### src/logic/link_pkg.sv
/*
 * Logic-link endpoint shared definitions
 * Slot layout, debug status word and lane counts
 */
`default_nettype none

package link_pkg;

  //////////////////////////////////////////////////
  // Geometry
  //////////////////////////////////////////////////

  // Four user channels share one PHY word
  localparam int NUM_LANES  = 4;
  localparam int CHAN_W     = 78;
  // Strobe, marker, then channel data
  localparam int SLOT_W     = 80;
  localparam int PHY_W      = 320;
  // Slots 0 and 1 only in gen1
  localparam int GEN1_LANES = 2;

  //////////////////////////////////////////////////
  // Counters and config
  //////////////////////////////////////////////////

  // Both error counters saturate
  localparam int MRK_CNT_W  = 4;
  localparam int STB_CNT_W  = 8;
  // Online delays and strobe period
  localparam int DELAY_W    = 16;

  // One 80-bit slot on the PHY, stb at the top
  typedef struct packed {
    logic              stb;
    logic              mrk;
    logic [CHAN_W-1:0] data;
  } phy_slot_t;

  // Debug word, lane 0 marker count in the low nibble
  typedef struct packed {
    logic                           tx_up;
    logic                           rx_up;
    logic [5:0]                     rsvd;
    logic [STB_CNT_W-1:0]           stb_err;
    logic [NUM_LANES*MRK_CNT_W-1:0] mrk_err;
  } link_status_t;

  // Received slot plus activity qualifier
  typedef struct packed {
    logic      valid;
    phy_slot_t slot;
  } lane_rx_t;

endpackage

`default_nettype wire

### src/logic/online_sync.sv
/*
 * Online sequencer
 * Delays tx/rx online by programmable counts, makes the periodic strobe
 */
`default_nettype none

module online_sync import link_pkg::*; (
  input  logic               clk_wr,
  input  logic               rst,
  input  logic               tx_online,
  input  logic               rx_online,
  input  logic [DELAY_W-1:0] delay_x_value,
  input  logic [DELAY_W-1:0] delay_y_value,
  input  logic [DELAY_W-1:0] delay_z_value,
  output logic               tx_up,
  output logic               rx_up,
  output logic               tx_stb
);

  // Index 0 is tx, index 1 is rx
  logic [1:0]         online_in;
  logic [DELAY_W-1:0] dly_val [2];
  logic [DELAY_W-1:0] dly_cnt [2];
  logic [1:0]         up_q;
  logic [DELAY_W-1:0] stb_cnt;
  logic               stb_wrap;

  assign online_in  = {rx_online, tx_online};
  assign dly_val[0] = delay_x_value;
  assign dly_val[1] = delay_y_value;

  //////////////////////////////////////////////////
  // Online delay counters
  //////////////////////////////////////////////////

  // Count while online and not yet up, then hold
  // Delay of 0 behaves as 1
  always_ff @(posedge clk_wr) begin
    for (int i = 0; i < 2; i++) begin
      if (rst || !online_in[i]) begin
        dly_cnt[i] <= '0;
        up_q[i]    <= 1'b0;
      end else if (!up_q[i]) begin
        if ({1'b0, dly_cnt[i]} + 1'b1 >= {1'b0, dly_val[i]}) begin
          up_q[i] <= 1'b1;
        end else begin
          dly_cnt[i] <= dly_cnt[i] + 1'b1;
        end
      end
    end
  end

  assign tx_up = up_q[0];
  assign rx_up = up_q[1];

  //////////////////////////////////////////////////
  // Strobe cadence
  //////////////////////////////////////////////////

  // Period of 0 or 1 keeps the count pinned at zero
  assign stb_wrap = (delay_z_value < DELAY_W'(2)) ||
                    (stb_cnt == delay_z_value - 1'b1);

  // Held at zero while down, so first up cycle strobes
  always_ff @(posedge clk_wr) begin
    if (rst || !up_q[0]) begin
      stb_cnt <= '0;
    end else if (stb_wrap) begin
      stb_cnt <= '0;
    end else begin
      stb_cnt <= stb_cnt + 1'b1;
    end
  end

  assign tx_stb = up_q[0] && (stb_cnt == '0);

endmodule

`default_nettype wire

### src/logic/channel_lane.sv
/*
 * Channel lane
 * Builds the outgoing slot, captures valid received data, counts lost markers
 */
`default_nettype none

module channel_lane import link_pkg::*; (
  input  logic                 clk_wr,
  input  logic                 rst,
  input  logic                 tx_up,
  input  logic [CHAN_W-1:0]    tx_chan,
  input  lane_rx_t             rx_slot,
  output phy_slot_t            tx_slot,
  output logic [CHAN_W-1:0]    rx_chan,
  output logic [MRK_CNT_W-1:0] mrk_err
);

  logic mrk_miss;
  logic mrk_sat;

  //////////////////////////////////////////////////
  // Transmit
  //////////////////////////////////////////////////

  // Zero slot while offline
  // Strobe is inserted downstream, lane always sends 0
  always_ff @(posedge clk_wr) begin
    if (rst || !tx_up) begin
      tx_slot <= '0;
    end else begin
      tx_slot.stb  <= 1'b0;
      tx_slot.mrk  <= 1'b1;
      tx_slot.data <= tx_chan;
    end
  end

  //////////////////////////////////////////////////
  // Receive
  //////////////////////////////////////////////////

  // Inactive or offline slot reads as zero
  always_ff @(posedge clk_wr) begin
    if (rst || !rx_slot.valid) begin
      rx_chan <= '0;
    end else begin
      rx_chan <= rx_slot.slot.data;
    end
  end

  // Every active slot must carry the marker
  assign mrk_miss = rx_slot.valid && !rx_slot.slot.mrk;
  assign mrk_sat  = &mrk_err;

  // Saturating marker-error count
  always_ff @(posedge clk_wr) begin
    if (rst) begin
      mrk_err <= '0;
    end else if (mrk_miss && !mrk_sat) begin
      mrk_err <= mrk_err + 1'b1;
    end
  end

endmodule

`default_nettype wire

### src/logic/phy_concat.sv
/*
 * PHY concatenator
 * Packs lane slots into the PHY word with strobe and gen1 masking,
 * unpacks received slots, checks strobe spacing, builds debug status
 */
`default_nettype none

module phy_concat import link_pkg::*; (
  input  logic                 clk_wr,
  input  logic                 rst,
  input  logic                 m_gen2_mode,
  input  logic                 tx_up,
  input  logic                 rx_up,
  input  logic                 tx_stb,
  input  logic [DELAY_W-1:0]   delay_z_value,
  input  phy_slot_t            tx_slot [NUM_LANES],
  input  logic [MRK_CNT_W-1:0] mrk_err [NUM_LANES],
  input  logic [PHY_W-1:0]     rx_phy,
  output logic [PHY_W-1:0]     tx_phy,
  output lane_rx_t             rx_slot [NUM_LANES],
  output link_status_t         status
);

  logic [NUM_LANES-1:0] lane_act;
  logic                 tx_stb_q;
  phy_slot_t            tx_word [NUM_LANES];
  logic [PHY_W-1:0]     rx_phy_q;
  logic                 stb_chk;
  logic                 stb_seen;
  logic                 stb_bad;
  logic [DELAY_W-1:0]   stb_gap;
  logic [STB_CNT_W-1:0] stb_err;

  // All slots in gen2, low slots only in gen1
  always_comb begin
    for (int i = 0; i < NUM_LANES; i++) begin
      lane_act[i] = m_gen2_mode || (i < GEN1_LANES);
    end
  end

  //////////////////////////////////////////////////
  // Transmit packing
  //////////////////////////////////////////////////

  // Only slot 0 carries the strobe
  always_comb begin
    for (int i = 0; i < NUM_LANES; i++) begin
      tx_word[i] = tx_slot[i];
      if (i == 0) begin
        tx_word[i].stb = tx_stb_q;
      end
      if (!lane_act[i]) begin
        tx_word[i] = '0;
      end
    end
  end

  // Strobe delayed to line up with the lane register
  always_ff @(posedge clk_wr) begin
    if (rst) begin
      tx_stb_q <= 1'b0;
      tx_phy   <= '0;
    end else begin
      tx_stb_q <= tx_stb;
      for (int i = 0; i < NUM_LANES; i++) begin
        tx_phy[i*SLOT_W +: SLOT_W] <= tx_word[i];
      end
    end
  end

  //////////////////////////////////////////////////
  // Receive unpacking
  //////////////////////////////////////////////////

  always_ff @(posedge clk_wr) begin
    rx_phy_q <= rx_phy;
  end

  // Lane 0 in the low slot
  always_comb begin
    for (int i = 0; i < NUM_LANES; i++) begin
      rx_slot[i].valid = rx_up && lane_act[i];
      rx_slot[i].slot  = rx_phy_q[i*SLOT_W +: SLOT_W];
    end
  end

  //////////////////////////////////////////////////
  // Strobe spacing check
  //////////////////////////////////////////////////

  // Check needs a real period
  assign stb_chk = rx_up && (delay_z_value >= DELAY_W'(2));
  // Gap holds cycles since the previous strobe
  assign stb_bad = stb_seen && (stb_gap != delay_z_value);

  always_ff @(posedge clk_wr) begin
    if (rst) begin
      stb_seen <= 1'b0;
      stb_gap  <= '0;
      stb_err  <= '0;
    end else if (!stb_chk) begin
      // Rearm, first strobe after this is not measured
      stb_seen <= 1'b0;
      stb_gap  <= '0;
    end else if (rx_slot[0].slot.stb) begin
      stb_seen <= 1'b1;
      stb_gap  <= DELAY_W'(1);
      if (stb_bad && !(&stb_err)) begin
        stb_err <= stb_err + 1'b1;
      end
    end else if (!(&stb_gap)) begin
      stb_gap <= stb_gap + 1'b1;
    end
  end

  //////////////////////////////////////////////////
  // Debug status
  //////////////////////////////////////////////////

  always_comb begin
    status.tx_up   = tx_up;
    status.rx_up   = rx_up;
    status.rsvd    = '0;
    status.stb_err = stb_err;
    for (int i = 0; i < NUM_LANES; i++) begin
      status.mrk_err[i*MRK_CNT_W +: MRK_CNT_W] = mrk_err[i];
    end
  end

endmodule

`default_nettype wire

### src/logic/link_top.sv
/*
 * Multi-channel logic-link endpoint
 * Sequencer, four channel lanes and the PHY concatenator
 */
`default_nettype none

module link_top import link_pkg::*; (
  input  logic               clk_wr,
  input  logic               rst,
  // Control
  input  logic               tx_online,
  input  logic               rx_online,
  input  logic               m_gen2_mode,
  input  logic [DELAY_W-1:0] delay_x_value,
  input  logic [DELAY_W-1:0] delay_y_value,
  input  logic [DELAY_W-1:0] delay_z_value,
  // User channels
  input  logic [CHAN_W-1:0]  tx_chan [NUM_LANES],
  output logic [CHAN_W-1:0]  rx_chan [NUM_LANES],
  // PHY
  output logic [PHY_W-1:0]   tx_phy,
  input  logic [PHY_W-1:0]   rx_phy,
  // Debug
  output link_status_t       status
);

  logic                 tx_up;
  logic                 rx_up;
  logic                 tx_stb;
  phy_slot_t            tx_slot [NUM_LANES];
  lane_rx_t             rx_slot [NUM_LANES];
  logic [MRK_CNT_W-1:0] mrk_err [NUM_LANES];

  //////////////////////////////////////////////////
  // Online sequencing
  //////////////////////////////////////////////////

  online_sync online_sync_inst (
    .clk_wr        (clk_wr),
    .rst           (rst),
    .tx_online     (tx_online),
    .rx_online     (rx_online),
    .delay_x_value (delay_x_value),
    .delay_y_value (delay_y_value),
    .delay_z_value (delay_z_value),
    .tx_up         (tx_up),
    .rx_up         (rx_up),
    .tx_stb        (tx_stb)
  );

  //////////////////////////////////////////////////
  // Channel lanes
  //////////////////////////////////////////////////

  for (genvar i = 0; i < NUM_LANES; i++) begin : g_lane
    channel_lane channel_lane_inst (
      .clk_wr  (clk_wr),
      .rst     (rst),
      .tx_up   (tx_up),
      .tx_chan (tx_chan[i]),
      .rx_slot (rx_slot[i]),
      .tx_slot (tx_slot[i]),
      .rx_chan (rx_chan[i]),
      .mrk_err (mrk_err[i])
    );
  end

  // PHY side of the lane array
  phy_concat phy_concat_inst (
    .clk_wr        (clk_wr),
    .rst           (rst),
    .m_gen2_mode   (m_gen2_mode),
    .tx_up         (tx_up),
    .rx_up         (rx_up),
    .tx_stb        (tx_stb),
    .delay_z_value (delay_z_value),
    .tx_slot       (tx_slot),
    .mrk_err       (mrk_err),
    .rx_phy        (rx_phy),
    .tx_phy        (tx_phy),
    .rx_slot       (rx_slot),
    .status        (status)
  );

endmodule

`default_nettype wire

### config.mk
export PLATFORM = sky130hd
export DESIGN_NAME = link_top
export DESIGN_NICKNAME = d
export VERILOG_FILES = /design/src/logic/link_pkg.sv /design/src/logic/online_sync.sv /design/src/logic/channel_lane.sv /design/src/logic/phy_concat.sv /design/src/logic/link_top.sv
export SDC_FILE = /design/constraint.sdc
export NUM_CORES = 1
export LEC_CHECK = 0
export ABC_CLOCK_PERIOD_IN_PS = 3600
export BUFFER_PORTS_ARGS = -buffer_cell sky130_fd_sc_hd__buf_4
export CORE_AREA = 2 2 531 533
export DETAILED_ROUTE_END_ITERATION = 8
export DIE_AREA = 0 0 533 535
export PLACE_DENSITY = 0.3
export SETUP_SLACK_MARGIN = 0.5
export SYNTH_ARGS = -nofsm -noshare
export SYNTH_HDL_FRONTEND = slang
export SYNTH_SLANG_ARGS = --single-unit
### constraint.sdc
create_clock -name clk_wr -period 3.6 [get_ports clk_wr]
set_input_delay 0.18 -clock clk_wr [delete_from_list [all_inputs] [get_ports clk_wr]]
set_output_delay 0.18 -clock clk_wr [all_outputs]
set_load 0.005 [all_outputs]
==> results of run 1 <==
registers in the layout, summed over array words and instances, names as in the netlist:
name and flops:
g_lane.channel_lane_inst.mrk_err 16, g_lane.channel_lane_inst.rx_chan 312, g_lane.channel_lane_inst.tx_slot 313, online_sync_inst.dly_cnt 32, online_sync_inst.stb_cnt 16, online_sync_inst.up_q 2
phy_concat_inst.rx_phy_q 317, phy_concat_inst.stb_err 8, phy_concat_inst.stb_gap 16, phy_concat_inst.stb_seen 1, phy_concat_inst.tx_phy 315, phy_concat_inst.tx_stb_q 1
final cells by class:
| cell class | instances | area [um2] | share of cell area, % |
|---|---|---|---|
| diodes | 32 | 80.1 | 0.119 |
| clock buffers | 255 | 5130 | 7.64 |
| clock inverters | 55 | 548 | 0.815 |
| inverters | 42 | 158 | 0.234 |
| multi-input cells | 1465 | 9610 | 14.3 |
| flip-flops and latches | 1349 | 27300 | 40.6 |
| well taps | 3724 | 4660 | 6.93 |
| repair buffers | 2304 | 19700 | 29.3 |
power groups by stage:
stage	combinational [W]	clock (W)	sequential, W
finish	0.00171	0.0173	0.0152
detailed placement	0.000840	0	0.0156
global route	0.00185	0.0186	0.0152
floorplan	0.000151	0	0.0155
CTS	0.00175	0.0181	0.0152
global placement	0.000837	0	0.0156
critical path, stage by stage (launching register included):
cell and delay [ns]:
edfxtp_1 0.44, ha_4 0.17, nand4_1 0.13, buf_4 0.16, buf_4 0.12, nor2_1 0.12, xor2_1 0.25, ha_1 0.29
nand4_1 0.13, nor2_1 0.07, o21ai_0 0.10, a311oi_2 0.15, or4_4 0.55, buf_6 0.17, nor2b_1 0.12
cells in the mapped netlist (all sizes together) (3+ instances only):
library cell  count
a21o              6
a21oi            25
a31oi             5
and2            626
and3            164
and4              4
and4b             3
buf              20
clkbuf          135
dfxtp          1317
edfxtp           32
ha               44
inv              42
mux2i             5
nand2            42
nand3            43
nand3b            3
nand4            25
nor2             71
nor2b           181
nor3             16
nor3b            18
nor4             12
nor4b             3
o21a              7
o21ai            12
o41ai             4
or3              10
or4               7
xnor2            64
xor2             32
kinds of logic after synthesis:
logic type	count (synthesis)
mux	5
compound gates	76
fa+ha+maj	44
simple gates	1234
xor+xnor	96
flops	1349
other cells	1
buf+inv	197
per-layer routing:
metal | wire, um | part of all wire [%] | up-vias | track usage [%]
li1 | - | - | 14300 | -
met1 | 74000 | 40 | 13900 | 14.1
met2 | 90400 | 49 | 1065 | 21.7
met3 | 14700 | 8.0 | 296 | 4.52
met4 | 4190 | 2.3 | 64 | 3.01
met5 | 409 | 0.22 | - | 0
through the flow:
stage,worst slack [ns],total power [W]
floorplan,0.507,0.0157
global placement,0.0838,0.0164
detailed placement,0.202,0.0164
CTS,0.481,0.0350
global route,0.316,0.0357
finish,0.486,0.0342
worst min path at each step:
stage                 from                       endpoint
2_1_floorplan    rx_phy[0]    phy_concat_inst.rx_phy_q[0]
3_3_place_gp    rx_phy[29]   phy_concat_inst.rx_phy_q[29]
3_5_place_dp    rx_phy[82]   phy_concat_inst.rx_phy_q[82]
4_1_cts        rx_phy[244]  phy_concat_inst.rx_phy_q[244]
5_1_grt        rx_phy[222]  phy_concat_inst.rx_phy_q[222]
6_report       rx_phy[106]  phy_concat_inst.rx_phy_q[106]
repair_timing:
item	in CTS	in global routing
hold buffers	913	0
endpoints found under the hold margin	728	0
endpoints found under the setup margin	65	65
buffers inserted	9	14
gates resized for setup	14	29
cloned	0	3
pin swaps	4	14
==> metrics.md, run 1 <==
| Metric | Value |
|---|---|
| Critical path origin | online_sync_inst.dly_cnt[1][0] |
| Prevailing post-synth register cell | dfxtp_1 |
| WP data arrival | 3.74 ns |
| RSZ-0062 raised after global routing | true |
| CTS tree | yes |
| Clk pwr share | 50.5% |
| HPWL Detailed | 143000 um |
| Skew final | 0.0693 ns |
| GPL Wtd Cong | 0.799 |
| DRC viols | 0 |
| Leak | 29.5 nW |
| Startpoint types | register |
| Worst-Margin Slew | 0.988 ns |
| Total congestion overflow | 0 |
| Core Footprint | 279000 um2 |
| VDD IR max | 0.000347 V |
| Final setup viols | 0 |
| Final Cell Area | 67200 um2 |
| CTS Sinks | 1349 |
| Reg-to-reg critical path endpoint | online_sync_inst.dly_cnt[1][13] |
| Worst-skew pair later-pin latency | 0.83 ns |
| Hold WC Path Type | in2reg |
| NetSw | 0.00759 W |
| Synth area leaders | dfxtp_1 70%, and2_1 10%, nor2b_1 3.0% |
| # nets final | 6064 |
| Vias in the first global route | 31200 |
| EDFF count, synth | 32 |
| GRT Resource Usage Total | 12.3% |
| Req. time, crit path | 4.23 ns |
| Final Non-Filler Cells | 9226 |
| IO Pins | 1349 |
| Main combinational cell family by area after synthesis | simple AND/OR/NAND/NOR gates |
| Syn Inst Count | 3002 |
| P_int | 0.0266 W |
| Share of layout cells above drive strength 1 | 31.0% |
| Post-synthesis compound-gate area fraction | 1.36% |
| Worst-case reg-to-reg path depth | 14 |
| Synth-to-layout area growth | 79.2% |
| Final ANT Viol Nets | 0 |
| DR vias/cell | 3.21 |
| Status | completed |
| Commonest non-fill, non-tap cells in the layout | 1373 x buf_4, 1317 x dfxtp_1, 913 x dlygate4sd3_1, 626 x and2_1, 178 x clkbuf_16 |
| Synthesis Warnings | 0 |
| Seq pwr share | 44.5% |
| IO buf count | 1336 |
| Max transition margin | 33.3% |
| Final TNS setup | 0 ns |
| DR pass1 iterations | 4 |
| Hold depth | 2 |
| CP Class | reg2reg |
| Combinational share of power | 5.0% |
| Min Hold Slack | 0.0920 ns |
| Largest net degree at the start of global routing | 122 |
| Reg clk slew, reported paths | 0.06 ns |
| FF-to-FF setup slack | 0.49 ns |
| Die width | 533 um |
| PwrDens | 509 nW/um2 |
| Adder-cell area share of the yosys netlist | 1.47% |
| Synth area leader | dfxtp_1 |
| Sw frac | 22.2% |
| DR vias | 29600 |
| Fin crit period | 3.11 ns |
| Fill count | 29900 |
| Final Hold Fails | 0 |
| Antenna violations before repair | 90 |
| Row cnt | 194 |
| Chip height | 535 um |
| Mux contribution to synthesized area | 0.133% |
| H-tree depth | 4 |
| CTS root buffer | clkbuf_16 |
| Initial Util | 13.5% |
| XOR/XNOR Fraction of Synth Area | 2.24% |
| Yosys top cell area share | 70.3% |
| Total of max-cap violations | 0 |
| Placed Cells | 7945 |
| RR Startpoint | online_sync_inst.dly_cnt[1][0] |
| Util after Layout | 24.1% |
| Syn avg cell area | 12.5 um2 |
| Die ar. | 285000 um2 |
| Mapped Area | 37500 um2 |
| First-pass GRT wire length | 250000 um |
| Worst-path maximum fanout | 10 |
| Synth unique cells | 54 |
| Final wirelength | 184000 um |
| Worst Setup EP | online_sync_inst.dly_cnt[1][13] |
| Inserted Clock Buffers | 173 |
| Most common cell after layout, fill and taps aside | buf_4 |
| Post-synthesis simple-gate area fraction | 19.8% |
| Dpl cell area | 52000 um2 |
| Iter 0 DRT Violations | 951 |
| Final Cycle Share | 86.5% |
| DR WL/cell | 19.9 um |
| Register area share after synthesis | 72.8% |
| Synth async-reset ratio | 0% |
| Final Max Tran Viols | 0 |
| Max Root-Sink Buffers | 4 |
| Post-synthesis register bit count | 1349 |
| Max Freq | 321 MHz |
| Crit. End Element | register |
No activity file was read; power rests on OpenSTA's default activity.
==> inputs of run 2 (changes only) <==
--- a/config.mk
+++ b/config.mk
@@ -5,11 +5,11 @@
 export SDC_FILE = /design/constraint.sdc
 export NUM_CORES = 1
 export LEC_CHECK = 0
-export ABC_CLOCK_PERIOD_IN_PS = 3600
+export ABC_CLOCK_PERIOD_IN_PS = 3200
 export BUFFER_PORTS_ARGS = -buffer_cell sky130_fd_sc_hd__buf_4
-export CORE_AREA = 2 2 531 533
+export CORE_AREA = 2 2 525 527
 export DETAILED_ROUTE_END_ITERATION = 8
-export DIE_AREA = 0 0 533 535
+export DIE_AREA = 0 0 527 529
 export PLACE_DENSITY = 0.3
 export SETUP_SLACK_MARGIN = 0.5
 export SYNTH_ARGS = -nofsm -noshare
==> constraint.sdc (replaced) <==
create_clock -name clk_wr -period 3.2 [get_ports clk_wr]
set_input_delay 0.16 -clock clk_wr [delete_from_list [all_inputs] [get_ports clk_wr]]
set_output_delay 0.16 -clock clk_wr [all_outputs]
set_load 0.005 [all_outputs]
==> run 2 against run 1 <==
Against the previous run:
- first-iteration DRC count shrank 9.7%
- power grew 15%
- sequential power grew 13%
- non-clock buffer count grew 44
- critical endpoint is now online_sync_inst.dly_cnt[0][12]
- via count grew 0.47%
- sequential share of layout area shrank 0.47 points
- maximum frequency grew 4.6%
- setup slack lost 0.26 ns
- largest power group unchanged
- clock power grew 17%
- utilization grew 0.82 points
- design area grew 1.2%
- critical path depth shrank 2
==> metrics.md, run 2 (synthesis gave the netlist of run 1 again) <==
| Metric | Value |
|---|---|
| PwrDens | 579 nW/um2 (+14%) |
| Worst-skew pair later-pin latency | 0.80 ns (-0.03 ns) |
| Total of max-cap violations | 0 (unchanged) |
| Startpoint types | register |
| Cell mode on critical path | nand4_1 |
| Skew final | 0.0345 ns (-0.0348 ns) |
| Largest net degree at the start of global routing | 149 (+22%) |
| RSZ-0062 raised after global routing | true |
| Final Cell Area | 68000 um2 (+1.2%) |
| Delay-heaviest family, CP | simple AND/OR/NAND/NOR gates |
| Share of layout cells above drive strength 1 | 31.9% (+0.86 points) |
| Synth-to-layout area growth | 81.3% |
| Final worst slack | 0.223 ns (-0.263 ns) |
| Largest registers | phy_concat_inst.rx_phy_q: 317 flops, phy_concat_inst.tx_phy: 315 flops, g_lane.channel_lane_inst.tx_slot: 313 flops |
| Core Footprint | 273000 um2 (-2.2%) |
| Critical path origin | online_sync_inst.dly_cnt[0][0] |
| Max reg flops | 317 (unchanged) |
| DR pass1 iterations | 5 (+1) |
| Dpl cell area | 52000 um2 (about the same) |
| Total congestion overflow | 0 (unchanged) |
| DR WL/cell | 18.9 um (-5.0%) |
| Commonest non-fill, non-tap cells in the layout | 1388 x buf_4, 1317 x dfxtp_1, 938 x dlygate4sd3_1, 626 x and2_1, 178 x nor2b_1 |
| Initial Util | 13.7% (+0.30 points) |
| Inserted Clock Buffers | 173 (unchanged) |
| Combinational share of power | 4.9% (about the same) |
| Hold WC Path Type | in2reg |
| Dpl ws | 0.0265 ns (-0.175 ns) |
| Seq pwr share | 43.5% (-1.0 points) |
| Final Cycle Share | 93.0% (+6.5 points) |
| First-pass GRT wire length | 240000 um (-4.0%) |
| Final setup viols | 0 (unchanged) |
| Max transition margin | 35.7% (+2.5 points) |
| Fin crit period | 2.98 ns (-0.137 ns) |
| HPWL Detailed | 130000 um (-8.8%) |
| CTS tree | yes |
| Worst-path maximum fanout | 16 (+6) |
| Final wirelength | 173000 um (-5.9%) |
| Final Max Tran Viols | 0 (unchanged) |
| CTS Sinks | 1349 (unchanged) |
| GPL Wtd Cong | 0.764 (-4.4%) |
| CP bufs+invs | 2 (-1) |
| Max Root-Sink Buffers | 4 (unchanged) |
| Critical Path Max Stage Delay | 0.46 ns (-0.09 ns) |
| Vias in the first global route | 31700 (+1.6%) |
| DR vias | 29700 (+0.47%) |
| Reg with most FFs | phy_concat_inst.rx_phy_q |
| DR vias/cell | 3.26 (+1.5%) |
| Iter 0 DRT Violations | 859 (-9.7%) |
| DRC viols | 0 (unchanged) |
| # nets final | 6109 (+0.74%) |
| Hold Path Origin | rx_phy[142] |
| RR Startpoint | online_sync_inst.dly_cnt[0][0] |
| CTS root buffer | clkbuf_16 |
| Req. time, crit path | 3.73 ns (-0.50 ns) |
| Critical Path, Cell by Cell | ha_4 > nand4_1 > xnor2_1 > ha_1 > nand4_1 > or3_1 > a31oi_1 > o311ai_2 > a21boi_2 > buf_6 > o21ai_4 > buf_12 |
| Worst-Margin Slew | 0.964 ns (-0.0239 ns) |
| Util after Layout | 24.9% (+0.82 points) |
| Leak | 30.0 nW (+1.6%) |
| Die width | 527 um (-1.1%) |
| Crit. End Element | register |
| CP Class | reg2reg |
| Sw frac | 21.5% (-0.69 points) |
| VDD IR max | 0.000394 V (+14%) |
| Status | completed |
| Critical path's slowest cell | edfxtp_1 |
| Min Hold Slack | 0.0902 ns (-0.00181 ns) |
| H-tree depth | 4 (unchanged) |
| GRT Resource Usage Total | 11.9% (-0.45 points) |
| P_int | 0.0309 W (+16%) |
| Most common cell after layout, fill and taps aside | buf_4 |
| IO buf count | 1336 (unchanged) |
| Chip height | 529 um (-1.1%) |
| Die ar. | 279000 um2 (-2.2%) |
| IO Pins | 1349 (unchanged) |
| Final Hold Fails | 0 (unchanged) |
| Final ANT Viol Nets | 0 (unchanged) |
| Max Freq | 336 MHz (+4.6%) |
| Row cnt | 192 (-1.0%) |
| NetSw | 0.00847 W (+12%) |
| Clk pwr share | 51.6% (+1.1 points) |
| Antenna violations before repair | 60 (-33%) |
| Reg clk slew, reported paths | 0.05 ns (about the same) |
| WP data arrival | 3.51 ns (-0.23 ns) |
-- run 2: path summary, 6_finish.rpt --
path	end	slack, ns	cells past startpoint
worst min-delay path	phy_concat_inst.rx_phy_q[142]	0.09	2
worst max-delay path	online_sync_inst.dly_cnt[0][12]	0.22	12
worst max register to register	online_sync_inst.dly_cnt[0][12]	0.22	12
worst min register to register	g_lane[1].channel_lane_inst.rx_chan[50]	0.40	1
-- run 2: what timing repair did --
action                                  in CTS  in global routing
setup buffers                               32                  4
pin swaps                                   36                 11
resized for setup                           57                 16
cloned                                       3                  0
endpoints found under the setup margin      66                 66
hold buffers                               938                  0
hold endpoints to repair                   679                  0
-- run 2: worst reg2reg max path, delay by kind of cell, from the launching register on --
| family | cells | cell delay, ns |
|---|---|---|
| XOR/XNOR | 1 | 0.18 |
| adder cells (fa/ha/maj) | 2 | 0.55 |
| AO/OA/AOI/OAI | 4 | 0.54 |
| flip-flops | 1 | 0.46 |
| buffers and inverters | 2 | 0.32 |
| AND/OR/NAND/NOR | 3 | 0.68 |
-- run 2: cell type report --
type / instances / area, um2
Fill cell: 29300 / 205000
Sequential cell: 1349 / 27300
Timing Repair Buffer: 2348 / 20200
Multi-Input combinational cell: 1466 / 9850
Clock buffer: 247 / 5040
Tap cell: 3589 / 4490
Clock inverter: 61 / 872
Inverter: 42 / 158
Antenna cell: 33 / 82.6
-- run 2: power groups by stage --
stage	Clock, W	Combinational [W]	Sequential [W]
3_3_place_gp	0	0.000926	0.0175
2_1_floorplan	0	0.000174	0.0175
4_1_cts	0.0212	0.00198	0.0171
5_1_grt	0.0219	0.00209	0.0171
6_report	0.0203	0.00194	0.0171
3_5_place_dp	0	0.000931	0.0175
-- run 2: per-layer routing --
metal	vias up	part of all wire (%)	GRT usage, %
met5	-	0.16	0
met3	257	8.6	4.55
li1	14400	-	-
met2	1038	48	20.4
met1	14000	40	13.6
met4	44	2.5	3.45
-- run 2: per-stage QoR --
| step | setup TNS, ns | std cells | total power [W] |
|---|---|---|---|
| after floorplan | 0 | 3010 | 0.0176 |
| after global placement | -0.00436 | 7817 | 0.0184 |
| after detailed placement | 0 | 7817 | 0.0184 |
| after CTS | 0 | 9098 | 0.0403 |
| after global routing | 0 | 9121 | 0.0411 |
| final | 0 | 9135 | 0.0394 |
